===== config.mk =====
export PLATFORM = sky130hd
export DESIGN_NAME = dbg_sys_top
export DESIGN_NICKNAME = d
export VERILOG_FILES = /design/src/verilog/dbg_pkg.sv /design/src/verilog/dbg_apb_regs.sv /design/src/verilog/dbg_cmd_exec.sv /design/src/verilog/gpr_file.sv /design/src/verilog/csr_file.sv /design/src/verilog/hart_ctrl.sv /design/src/verilog/dbg_sys_top.sv
export SDC_FILE = /design/constraint.sdc
export NUM_CORES = 2
export LEC_CHECK = 0
export ABC_AREA = 1
export CAP_MARGIN = 10
export CELL_PAD_IN_SITES_DETAIL_PLACEMENT = 0
export CELL_PAD_IN_SITES_GLOBAL_PLACEMENT = 1
export CORE_ASPECT_RATIO = 2
export CORE_MARGIN = 2
export CORE_UTILIZATION = 44
export CTS_BUF_LIST = sky130_fd_sc_hd__clkbuf_8 sky130_fd_sc_hd__clkbuf_16
export DETAILED_ROUTE_END_ITERATION = 6
export DONT_BUFFER_PORTS = 1
export HOLD_SLACK_MARGIN = 0.12
export PLACE_DENSITY_LB_ADDON = 0.15
export RECOVER_POWER = 25
export SYNTH_ARGS = -nofsm -noshare
export SYNTH_HDL_FRONTEND = slang
export SYNTH_SLANG_ARGS = --single-unit

===== constraint.sdc =====
create_clock -name clk -period 1.7 [get_ports clk]
set_input_delay 0.085 -clock clk [delete_from_list [all_inputs] [get_ports clk]]
set_output_delay 0.085 -clock clk [all_outputs]
set_load 0.005 [all_outputs]

===== src/verilog/dbg_pkg.sv =====
package dbg_pkg;

    // ==================================================
    // apb register offsets
    // ==================================================
    localparam logic [11:0] DBG_EN_ADDR       = 12'h000;
    localparam logic [11:0] DBG_CMD_ADDR      = 12'h004;
    localparam logic [11:0] DBG_CMD_GO_ADDR   = 12'h008;
    localparam logic [11:0] DBG_WDATA_L_ADDR  = 12'h010;
    localparam logic [11:0] DBG_WDATA_H_ADDR  = 12'h014;
    localparam logic [11:0] DBG_WDATA_WR_ADDR = 12'h018;
    localparam logic [11:0] DBG_RDATA_L_ADDR  = 12'h020;
    localparam logic [11:0] DBG_RDATA_H_ADDR  = 12'h024;

    // command code, low 12 bits of the command word
    typedef enum logic [11:0] {
        CMD_ATTACH    = 12'h001,
        CMD_RESUME    = 12'h002,
        CMD_EXECUTE   = 12'h004,
        CMD_STATUS_RD = 12'h010,
        CMD_PC_RD     = 12'h020,
        CMD_GPR_RD    = 12'h040,
        CMD_GPR_WR    = 12'h080,
        CMD_CSR_RD    = 12'h100,
        CMD_CSR_WR    = 12'h200
    } dbg_cmd_e;

    localparam logic [11:0] CSR_MISA     = 12'h301;
    localparam logic [11:0] CSR_MTVEC    = 12'h305;
    localparam logic [11:0] CSR_MSCRATCH = 12'h340;
    localparam logic [11:0] CSR_MEPC     = 12'h341;

    localparam logic [31:0] MISA_VALUE = 32'h4000_0100; // rv32i
    localparam logic [31:0] RESET_PC   = 32'h0000_1000;

    // pready wait states per command
    localparam logic [9:0] READY_WAIT_EXEC   = 10'd5;
    localparam logic [9:0] READY_WAIT_CSR_WR = 10'd2;
    localparam logic [9:0] READY_WAIT_ACCESS = 10'd1;
    localparam logic [9:0] READY_WAIT_CTRL   = 10'd0;

endpackage


===== src/verilog/dbg_apb_regs.sv =====
`timescale 1ns/10ps

module dbg_apb_regs import dbg_pkg::*; #(
    parameter int XLEN = 32
) (
    input  logic            clk,
    input  logic            rstn,
    input  logic            psel,
    input  logic            penable,
    input  logic            pwrite,
    input  logic [11:0]     paddr,
    input  logic [31:0]     pwdata,
    input  logic [XLEN-1:0] rdata,
    output logic [31:0]     prdata,
    output logic            pready,
    output logic            pslverr,
    output logic            cmd_go,
    output logic [31:0]     cmd,
    output logic            wdata_ld,
    output logic [XLEN-1:0] wdata
);

    logic        dbg_en;
    logic        apb_wr;
    logic        en_wr;          // write accepted while enabled
    logic [31:0] wdata_l;
    logic [31:0] wdata_h;
    logic [31:0] rdata_h;
    logic [31:0] rd_mux;
    logic [9:0]  nxt_ready_cnt;
    logic [9:0]  ready_cnt;

    assign apb_wr = psel && !penable && pwrite; // setup phase
    assign en_wr  = apb_wr && dbg_en;

    always_ff @(posedge clk or negedge rstn) begin
        if (!rstn) begin
            dbg_en <= 1'b0;
        end else if (apb_wr && paddr == DBG_EN_ADDR) begin
            dbg_en <= pwdata[0];
        end
    end

    always_ff @(posedge clk or negedge rstn) begin
        if (!rstn) begin
            cmd      <= '0;
            wdata_l  <= '0;
            cmd_go   <= 1'b0;
            wdata_ld <= 1'b0;
        end else begin
            cmd_go   <= en_wr && paddr == DBG_CMD_GO_ADDR;
            wdata_ld <= en_wr && paddr == DBG_WDATA_WR_ADDR;
            if (en_wr && paddr == DBG_CMD_ADDR) cmd <= pwdata;
            if (en_wr && paddr == DBG_WDATA_L_ADDR) wdata_l <= pwdata;
        end
    end

    // ==================================================
    // upper data halves, rv64 only
    // ==================================================
    generate
        if (XLEN == 64) begin : g_xlen64
            always_ff @(posedge clk or negedge rstn) begin
                if (!rstn) begin
                    wdata_h <= '0;
                end else if (en_wr && paddr == DBG_WDATA_H_ADDR) begin
                    wdata_h <= pwdata;
                end
            end
            assign wdata   = {wdata_h, wdata_l};
            assign rdata_h = rdata[XLEN-1 -: 32];
        end else begin : g_xlen32
            assign wdata_h = '0;
            assign wdata   = wdata_l;
            assign rdata_h = '0;
        end
    endgenerate

    always_comb begin
        rd_mux = '0;
        case (paddr)
            DBG_EN_ADDR:      rd_mux = {31'b0, dbg_en};
            DBG_CMD_ADDR:     rd_mux = cmd;
            DBG_WDATA_L_ADDR: rd_mux = wdata_l;
            DBG_WDATA_H_ADDR: rd_mux = wdata_h;
            DBG_RDATA_L_ADDR: rd_mux = rdata[31:0];
            DBG_RDATA_H_ADDR: rd_mux = rdata_h;
            default:          rd_mux = '0;
        endcase
    end

    always_ff @(posedge clk or negedge rstn) begin
        if (!rstn) begin
            prdata <= '0;
        end else if (dbg_en || paddr == DBG_EN_ADDR) begin
            prdata <= rd_mux;
        end else begin
            prdata <= '0;  // hidden while disabled
        end
    end

    // ==================================================
    // pready stretch after a go write
    // ==================================================
    always_comb begin
        nxt_ready_cnt = '0;
        if (en_wr && paddr == DBG_CMD_GO_ADDR) begin
            case (cmd[11:0])
                CMD_EXECUTE:   nxt_ready_cnt = READY_WAIT_EXEC;
                CMD_CSR_WR:    nxt_ready_cnt = READY_WAIT_CSR_WR;
                CMD_STATUS_RD,
                CMD_PC_RD,
                CMD_GPR_RD,
                CMD_GPR_WR,
                CMD_CSR_RD:    nxt_ready_cnt = READY_WAIT_ACCESS;
                CMD_ATTACH,
                CMD_RESUME:    nxt_ready_cnt = READY_WAIT_CTRL;
                default:       nxt_ready_cnt = '0;
            endcase
        end
    end

    always_ff @(posedge clk or negedge rstn) begin
        if (!rstn) begin
            ready_cnt <= '0;
        end else if (apb_wr) begin
            ready_cnt <= nxt_ready_cnt;
        end else if (|ready_cnt) begin
            ready_cnt <= ready_cnt - 10'd1;
        end
    end

    assign pready  = ~|ready_cnt;
    assign pslverr = 1'b0;

    // wait states only ever land inside an access phase
    a_pready_in_access: assert property (
        @(posedge clk) disable iff (!rstn) !pready |-> (psel && penable)
    );

endmodule


===== src/verilog/dbg_cmd_exec.sv =====
`timescale 1ns/10ps

module dbg_cmd_exec import dbg_pkg::*; #(
    parameter int XLEN = 32
) (
    input  logic            clk,
    input  logic            rstn,
    input  logic            cmd_go,
    input  logic [31:0]     cmd,
    input  logic            wdata_ld,
    input  logic [XLEN-1:0] wdata,
    input  logic [XLEN-1:0] gpr_rdata,
    input  logic [XLEN-1:0] csr_rdata,
    input  logic [XLEN-1:0] pc,
    input  logic            halted,
    output logic [11:0]     reg_addr,
    output logic [XLEN-1:0] reg_wdata,
    output logic            gpr_rd,
    output logic            gpr_wr,
    output logic            csr_rd,
    output logic            csr_wr,
    output logic            attach_req,
    output logic            resume_req,
    output logic            exec,
    output logic [XLEN-1:0] rdata
);

    logic            pc_rd;
    logic            status_sel;
    logic            attached;
    logic [XLEN-1:0] result;

    always_ff @(posedge clk or negedge rstn) begin
        if (!rstn) begin
            reg_wdata <= '0;
        end else if (wdata_ld) begin
            reg_wdata <= wdata;
        end
    end

    // ==================================================
    // decode into one-cycle strobes
    // ==================================================
    always_ff @(posedge clk or negedge rstn) begin
        if (!rstn) begin
            reg_addr   <= '0;
            status_sel <= 1'b0;
            pc_rd      <= 1'b0;
            gpr_rd     <= 1'b0;
            gpr_wr     <= 1'b0;
            csr_rd     <= 1'b0;
            csr_wr     <= 1'b0;
            attach_req <= 1'b0;
            resume_req <= 1'b0;
            exec       <= 1'b0;
        end else begin
            pc_rd      <= 1'b0;
            gpr_rd     <= 1'b0;
            gpr_wr     <= 1'b0;
            csr_rd     <= 1'b0;
            csr_wr     <= 1'b0;
            attach_req <= 1'b0;
            resume_req <= 1'b0;
            exec       <= 1'b0;
            if (cmd_go) begin
                reg_addr <= cmd[27:16];
                case (cmd[11:0])
                    CMD_ATTACH:    attach_req <= 1'b1;
                    CMD_RESUME:    resume_req <= 1'b1;
                    CMD_EXECUTE:   exec <= 1'b1;
                    CMD_STATUS_RD: status_sel <= 1'b1;
                    CMD_PC_RD: begin
                        status_sel <= 1'b0;
                        pc_rd      <= 1'b1;
                    end
                    CMD_GPR_RD: begin
                        status_sel <= 1'b0;
                        gpr_rd     <= 1'b1;
                    end
                    CMD_CSR_RD: begin
                        status_sel <= 1'b0;
                        csr_rd     <= 1'b1;
                    end
                    CMD_GPR_WR:    gpr_wr <= 1'b1;
                    CMD_CSR_WR:    csr_wr <= 1'b1;
                    default: ;     // unknown code, no action
                endcase
            end
        end
    end

    always_ff @(posedge clk or negedge rstn) begin
        if (!rstn) begin
            attached <= 1'b0;
        end else if (attach_req) begin
            attached <= 1'b1;
        end else if (resume_req) begin
            attached <= 1'b0;
        end
    end

    always_ff @(posedge clk or negedge rstn) begin
        if (!rstn) begin
            result <= '0;
        end else if (pc_rd) begin
            result <= pc;
        end else if (gpr_rd) begin
            result <= gpr_rdata;
        end else if (csr_rd) begin
            result <= csr_rdata;
        end
    end

    assign rdata = status_sel ? {{(XLEN-2){1'b0}}, halted, attached} : result;

    a_strobe_onehot: assert property (
        @(posedge clk) disable iff (!rstn) $onehot0({pc_rd, gpr_rd, gpr_wr, csr_rd, csr_wr})
    );

endmodule


===== src/verilog/gpr_file.sv =====
`timescale 1ns/10ps

module gpr_file #(
    parameter int XLEN = 32
) (
    input  logic            clk,
    input  logic            rstn,
    input  logic [11:0]     reg_addr,
    input  logic [XLEN-1:0] reg_wdata,
    input  logic            gpr_rd,
    input  logic            gpr_wr,
    output logic [XLEN-1:0] gpr_rdata
);

    logic [XLEN-1:0] regs [32];
    logic [4:0]      idx;

    assign idx = reg_addr[4:0];

    always_ff @(posedge clk or negedge rstn) begin
        if (!rstn) begin
            for (int i = 0; i < 32; i++) begin
                regs[i] <= '0;
            end
        end else if (gpr_wr && idx != 5'd0) begin
            regs[idx] <= reg_wdata; // x0 stays zero
        end
    end

    assign gpr_rdata = (gpr_rd && idx != 5'd0) ? regs[idx] : '0;

    // the command stage never reads and writes in one cycle
    a_no_rd_wr: assert property (
        @(posedge clk) disable iff (!rstn) !(gpr_rd && gpr_wr)
    );

endmodule


===== src/verilog/csr_file.sv =====
`timescale 1ns/10ps

module csr_file import dbg_pkg::*; #(
    parameter int XLEN = 32
) (
    input  logic            clk,
    input  logic            rstn,
    input  logic [11:0]     reg_addr,
    input  logic [XLEN-1:0] reg_wdata,
    input  logic            csr_rd,
    input  logic            csr_wr,
    output logic [XLEN-1:0] csr_rdata
);

    localparam logic [XLEN-1:0] MTVEC_MASK = ~XLEN'(2); // bit 1 reserved

    logic [XLEN-1:0] mtvec;
    logic [XLEN-1:0] mscratch;
    logic [XLEN-1:0] mepc;

    always_ff @(posedge clk or negedge rstn) begin
        if (!rstn) begin
            mtvec    <= '0;
            mscratch <= '0;
            mepc     <= '0;
        end else if (csr_wr) begin
            case (reg_addr)
                CSR_MTVEC:    mtvec <= reg_wdata & MTVEC_MASK;
                CSR_MSCRATCH: mscratch <= reg_wdata;
                CSR_MEPC:     mepc <= reg_wdata;
                default: ;    // misa and unmapped are read-only
            endcase
        end
    end

    always_comb begin
        csr_rdata = '0;
        if (csr_rd) begin
            case (reg_addr)
                CSR_MISA:     csr_rdata = XLEN'(MISA_VALUE);
                CSR_MTVEC:    csr_rdata = mtvec;
                CSR_MSCRATCH: csr_rdata = mscratch;
                CSR_MEPC:     csr_rdata = {mepc[XLEN-1:2], 2'b00};
                default:      csr_rdata = '0;
            endcase
        end
    end

endmodule


===== src/verilog/hart_ctrl.sv =====
`timescale 1ns/10ps

module hart_ctrl import dbg_pkg::*; #(
    parameter int XLEN = 32
) (
    input  logic            clk,
    input  logic            rstn,
    input  logic            attach_req,
    input  logic            resume_req,
    input  logic            exec,
    output logic            halted,
    output logic [XLEN-1:0] pc
);

    always_ff @(posedge clk or negedge rstn) begin
        if (!rstn) begin
            halted <= 1'b0;
        end else if (attach_req) begin
            halted <= 1'b1;
        end else if (resume_req) begin
            halted <= 1'b0;
        end
    end

    // free run, or one step per exec while halted
    always_ff @(posedge clk or negedge rstn) begin
        if (!rstn) begin
            pc <= XLEN'(RESET_PC);
        end else if (!halted || exec) begin
            pc <= pc + XLEN'(4);
        end
    end

endmodule


===== src/verilog/dbg_sys_top.sv =====
`timescale 1ns/10ps

module dbg_sys_top #(
    parameter int XLEN = 32
) (
    input  logic        clk,
    input  logic        rstn,
    input  logic        psel,
    input  logic        penable,
    input  logic        pwrite,
    input  logic [11:0] paddr,
    input  logic [31:0] pwdata,
    output logic [31:0] prdata,
    output logic        pready,
    output logic        pslverr
);

    logic            cmd_go;
    logic [31:0]     cmd;
    logic            wdata_ld;
    logic [XLEN-1:0] wdata;
    logic [XLEN-1:0] rdata;
    logic [11:0]     reg_addr;
    logic [XLEN-1:0] reg_wdata;
    logic            gpr_rd;
    logic            gpr_wr;
    logic            csr_rd;
    logic            csr_wr;
    logic [XLEN-1:0] gpr_rdata;
    logic [XLEN-1:0] csr_rdata;
    logic            attach_req;
    logic            resume_req;
    logic            exec;
    logic            halted;
    logic [XLEN-1:0] pc;

    dbg_apb_regs #(.XLEN(XLEN)) u_apb_regs (
        .clk(clk), .rstn(rstn),
        .psel(psel), .penable(penable), .pwrite(pwrite), .paddr(paddr), .pwdata(pwdata),
        .rdata(rdata), .prdata(prdata), .pready(pready), .pslverr(pslverr),
        .cmd_go(cmd_go), .cmd(cmd), .wdata_ld(wdata_ld), .wdata(wdata)
    );

    dbg_cmd_exec #(.XLEN(XLEN)) u_cmd_exec (
        .clk(clk), .rstn(rstn),
        .cmd_go(cmd_go), .cmd(cmd), .wdata_ld(wdata_ld), .wdata(wdata),
        .gpr_rdata(gpr_rdata), .csr_rdata(csr_rdata), .pc(pc), .halted(halted),
        .reg_addr(reg_addr), .reg_wdata(reg_wdata),
        .gpr_rd(gpr_rd), .gpr_wr(gpr_wr), .csr_rd(csr_rd), .csr_wr(csr_wr),
        .attach_req(attach_req), .resume_req(resume_req), .exec(exec), .rdata(rdata)
    );

    gpr_file #(.XLEN(XLEN)) u_gpr (
        .clk(clk), .rstn(rstn), .reg_addr(reg_addr), .reg_wdata(reg_wdata),
        .gpr_rd(gpr_rd), .gpr_wr(gpr_wr), .gpr_rdata(gpr_rdata)
    );

    csr_file #(.XLEN(XLEN)) u_csr (
        .clk(clk), .rstn(rstn), .reg_addr(reg_addr), .reg_wdata(reg_wdata),
        .csr_rd(csr_rd), .csr_wr(csr_wr), .csr_rdata(csr_rdata)
    );

    hart_ctrl #(.XLEN(XLEN)) u_hart (
        .clk(clk), .rstn(rstn), .attach_req(attach_req), .resume_req(resume_req),
        .exec(exec), .halted(halted), .pc(pc)
    );

endmodule


Word-level counts from Yosys, hierarchy flattened --
Cells that the tools add are included. Widths: inputs -> output; s select.
Cells by class: equal/unequal tests 18, $mul 0, shift-type cells 0, multiplexer cells 37, bitwise gates (word level) 1, order comparisons 2, add/sub/neg operators 2, divide/modulo/power cells 0, reduce and logical (&&, ||, !) cells 29
Operator list (count):
- $bwmux 1024 | 1
- $mux 32 | 9
- $pmux 32 s4 | 2
- $bmux 32 s5 | 1
- $demux 32 s5 | 1
- $eq 12x10->1 const B | 5
- $eq 12x5->1 const B | 3
- $add 32x3->32 const B | 1
- $mux 10 | 3
- $eq 12x3->1 const B | 2
- $eq 12x6->1 const B | 2
- $mux 1 | 18
- $eq 12x1->1 const B | 1
- $eq 12x2->1 const B | 1
- $eq 12x4->1 const B | 1
- $eq 12x7->1 const B | 1
- $eq 12x8->1 const B | 1
- $eq 12x9->1 const B | 1
- $logic_not 12->1 | 1
- $logic_and 1x1->1 | 11
- $reduce_or 10->1 | 1
- $sub 10x1->10 const B | 1
- $pmux 3 s3 | 1
- $reduce_and 2->1 | 4
- other kinds (11) | 16
Storage, ports and cells: output and inout bits 34, flip-flop bits (word level) 1346, bits in latches 0, logic and storage cells 145, bits in read-only memories 0, bits in writable memories 0, memories 0

Longest topological paths before layout --
depth in word-level cells 7, mapped depth 16, mapped depth without buffers 13

Cells and area by module --
From an unflattened synthesis, not the netlist that was laid out.
Unflattened totals: cells, all modules 8245, area total of the unflattened synthesis 62760.2 µm²
By module, submodules not included:
- gpr_file | area an instance 47195.3 µm², sequential area each 25624.6 µm², cells an instance 6329, times used 1
- dbg_apb_regs | area an instance 5082.4 µm², sequential area each 2727.6 µm², cells an instance 615, times used 1
- csr_file | area an instance 4509.3 µm², sequential area each 2327.2 µm², cells an instance 595, times used 1
- dbg_cmd_exec | area an instance 4250.3 µm², sequential area each 2152.1 µm², cells an instance 495, times used 1
- hart_ctrl | area an instance 1722.9 µm², sequential area each 777.0 µm², cells an instance 211, times used 1

Worst setup path after synthesis --
OpenSTA, ideal clock, no wires.
kind flip-flop to flip-flop, start point register u_cmd_exec.reg_addr[0], end point register u_cmd_exec.result[26], arrival 1.595 ns, path slack -0.012 ns, data required time 1.583 ns, stages on the path, launching flop included 16, library setup time 0.117 ns, cell sequence dfrtp_1 > buf_4 > nand2_1 > inv_2 > buf_2 > buf_2 > nand2_1 > nand2_1 > nor2_1 > nor2_1 > nor2_1 > nand2_1 > nand3_1 > nand2_1 > nand2_1 > nand2_1
On the way: word-level cells in the longest chain between the ends 7, elaborated cells on any way between the ends 15, classes of those cells eq/ne (4); mux (8); bitwise (1); reduce/logical (2)
Ends and longest elaborated chain:
- start, declared | line dbg_cmd_exec.sv:16 | output logic [11:0] reg_addr,
- start signal, assigned | line dbg_cmd_exec.sv:66 | reg_addr <= cmd[27:16];
- $not 5->6 (not written as such) | line gpr_file.sv:30 | assign gpr_rdata = (gpr_rd && idx != 5'd0) ? regs[idx] : '0;
- $bmux 32 s5 | line gpr_file.sv:30
- $mux 32 (not written as such) (2 in series) | line gpr_file.sv:30
- $mux 32 | line gpr_file.sv:30
- $mux 32 (*) | line dbg_cmd_exec.sv:107 | end else if (gpr_rd) begin
- $mux 32 (*) | line dbg_cmd_exec.sv:105 | end else if (pc_rd) begin
- end signal, assigned | line dbg_cmd_exec.sv:106 | result <= pc;
- end signal, assigned | line dbg_cmd_exec.sv:108 | result <= gpr_rdata;
- end signal, assigned | line dbg_cmd_exec.sv:110 | result <= csr_rdata;
- end, declared | line dbg_cmd_exec.sv:31 | logic [XLEN-1:0] result;
Mark *: on every way between the ends. The rest lies on a longest branch, timed or not. The select of a mux whose other input is x is not followed. A chain may end at the register's enable or synchronous reset.

Worst setup path after layout --
start point register u_cmd_exec.reg_addr[0], end point register u_cmd_exec.result[8]
Same word-level chain as after synthesis.

==> impl_metrics.toml <==
[setup_path]
endpoint_kind = "flop"
cp_max_fo = 7
critPathLaunchType = "flop"
critical_path_required_ps = 2390
critical_path_class = "reg -> reg"
crit_arrival_ps = 2970

[final_layout]
layout_common_cells = "nand2_1, dfrtp_1, o21ai_0"
layout_commonest_cell = "nand2_1"
final_util_pct = 53.4
layout-drive-gt1-share_pct = 12.5
nNetsFinal = 7764
nFillCells = 12900
area_growth_pct = 20.8

[run_status]
violations = "negative setup slack"
status = "finished, violations left"

[drt]
ant_nets = 0
wire_per_inst_um = 20.7
vias_per_cell = 5.29
first_iter_violations = 4059
vias = 50500
routed_wl_um = 197000
drc_errors = 0
first_pass_iters = 6

[yosys]
synth_ff_type = "dfrtp_1"
synth_edf_count = 0
yosysWarnings = 0
syn_avg_cell_area_um2 = 7.96
yosysSeqAreaShare_pct = 56.1
syn_area_mm2 = 0.0598
synthArstFlopShare_pct = 100
yosys-top-cells-area = "dfrtp_1, nand2_1, o21ai_0"
synth_top_area_share_pct = 56.1
yosys_register_bits = 1342
syn_inst = 7519
synth.largest_area_cell = "dfrtp_1"
ys_types = 43
synth_nets = 7570

[pwr]
power_density_mw_per_mm2 = 855
total_power_w = 0.0618
leakage_nw = 33.6
peakVddDrop_mv = 0.929

[timing]
min_period_ps = 2280
layout_setup_ws_ps = -583
timing.final.crit_share_pct = 134
maxSlewHeadroom_pct = 20.4
final-hold-violation-count = 0
fmax_mhz = 438
setup_viol = 1674
clock_skew_ps = 28.6
tns_ps = -401020
tightest_slew_ps = 1190
rsz0062_at_grt = "true"
slew_violations = 0
fin_hold_ws_ps = 147

[place]
portBuffers = 0
pre_cts_ws_ps = -1990
dp_hpwl_um = 128000
gp_congestion = 0.872

[floorplan]
die_x_um = 265
core_mm2 = 0.135
fp.dieH_um = 526
pin_count = 83
std_cell_rows = 191
start_util_pct = 44.2
die_area_mm2 = 0.139

[grt]
grt.overflow.total = 0
grt_max_degree = 214
grtUsageTotal_pct = 28.1
grt_antenna_before_repair = 1
grt_pass1_wl_um = 300000
grt_pass1_vias = 50200

[cts]
cts_max_level = 3
clk_path_buf_depth = 3
root_buffer = "clkbuf_16"
cts_buffers = 119
clk_latency_ps = 750
cts_tree = "yes"
cts_num_sinks = 1342
clkSlewWorstSetupHoldPaths_ps = 70

[hold_path]
hp-class = "in -> reg"

[run]
drv_cap = 0
## power by group
| group | internal (W) | leakage, nW | total, W | switching (W) |
|---|---|---|---|---|
| clock | 0.0153 | 2.09 | 0.0279 | 0.0126 |
| combinational | 0.000684 | 12.8 | 0.00180 | 0.00111 |
| sequential | 0.0320 | 18.7 | 0.0321 | 0.0000835 |
## routing by layer
metal / track usage, % / share of wire [%]
met5: 0 / 0
met4: 9.18 / 2.8
met3: 2.34 / 3.7
met2: 50.9 / 52
met1: 35.2 / 41
## logic make-up after synthesis
group / after synthesis / synth area share, %
adders and majority gates: 2 / 0.0418
DFF: 1342 / 56.1
and+or+nand+nor: 3769 / 25.0
AOI/OAI and AO/OA: 1447 / 12.2
xor gates and xnor gates: 31 / 0.454
other: 1 / 0.00627
buffers and inverters: 927 / 6.13
## worst paths after layout
check	from	to	slack, ps	depth (start not counted)
hold / removal	pwdata[0]	u_apb_regs.wdata[0]	150	3
setup / recovery	u_cmd_exec.reg_addr[0]	u_cmd_exec.result[8]	-580	16
min in group asynchronous	rstn	u_gpr.regs[638]	300	10
max in group asynchronous	rstn	u_gpr.regs[938]	-330	14
hold reg to reg	u_gpr.regs[1008]	u_gpr.regs[1008]	380	0
setup reg to reg	u_cmd_exec.reg_addr[0]	u_cmd_exec.result[8]	-580	16
## area by class of cell
class | instances | area [um^2] | share of cell area, %
Timing Repair Buffer | 636 | 7780 | 10.8
Inverter | 364 | 1390 | 1.92
Tap cell | 1737 | 2170 | 3.01
Antenna cell | 1 | 2.50 | 0.00346
Sequential cell | 1342 | 33600 | 46.5
Clock inverter | 69 | 571 | 0.789
Clock buffer | 150 | 3400 | 4.71
Multi-Input combinational cell | 5250 | 23400 | 32.3
## critical path, stage by stage, from the launching register on
cell	delay (ps)
dfrtp_4	570
buf_6	150
nor2_4	120
buf_6	150
buf_12	140
buf_12	140
buf_12	120
nand2_1	40
nand2_1	50
nor2_1	40
nor2_1	100
nor2_2	70
nand2_1	70
nand3_1	170
nand2_1	150
nand2_1	70
nand2_1	50
## synth_stat cells, types with 32 or more instances
cell type / n
nand2_1: 2640
nand3_1: 317
clkbuf_1: 393
dfrtp_1: 1341
inv_1: 350
o21ai_0: 1018
nand4_1: 75
buf_1: 32
buf_2: 133
a21oi_1: 289
o21ai_1: 94
nor2_1: 666
## sequential cells by signal, summed over array words and instances, names as in the netlist, 10 cells and up
register,flops
u_apb_regs.ready_cnt,10
u_cmd_exec.reg_addr,12
u_cmd_exec.result,32
u_apb_regs.prdata,32
u_gpr.regs,1024
u_csr.mscratch,32
u_cmd_exec.reg_wdata,32
u_csr.mtvec,31
u_hart.pc,30
u_csr.mepc,30
u_apb_regs.cmd,32
u_apb_regs.wdata,32
## through the flow
step                      instances  area (um^2)
final                          9549        72300
after global routing           9549        72300
after CTS                      9500        71000
after detailed placement       9180        65600
after global placement         9180        65600
after floorplan                7519        59800
## repair_timing
| action | CTS | global route |
|---|---|---|
| gates resized for setup | 75 | 155 |
| pin swaps | 5 | 51 |
| gates cloned | 6 | 18 |
| buffers inserted | 12 | 26 |
| hold buffers | 83 | 10 |
| setup endpoints to repair | 1707 | 1816 |
| hold endpoints to repair | 714 | 117 |
Note: power is estimated with default switching activity, not from simulation.
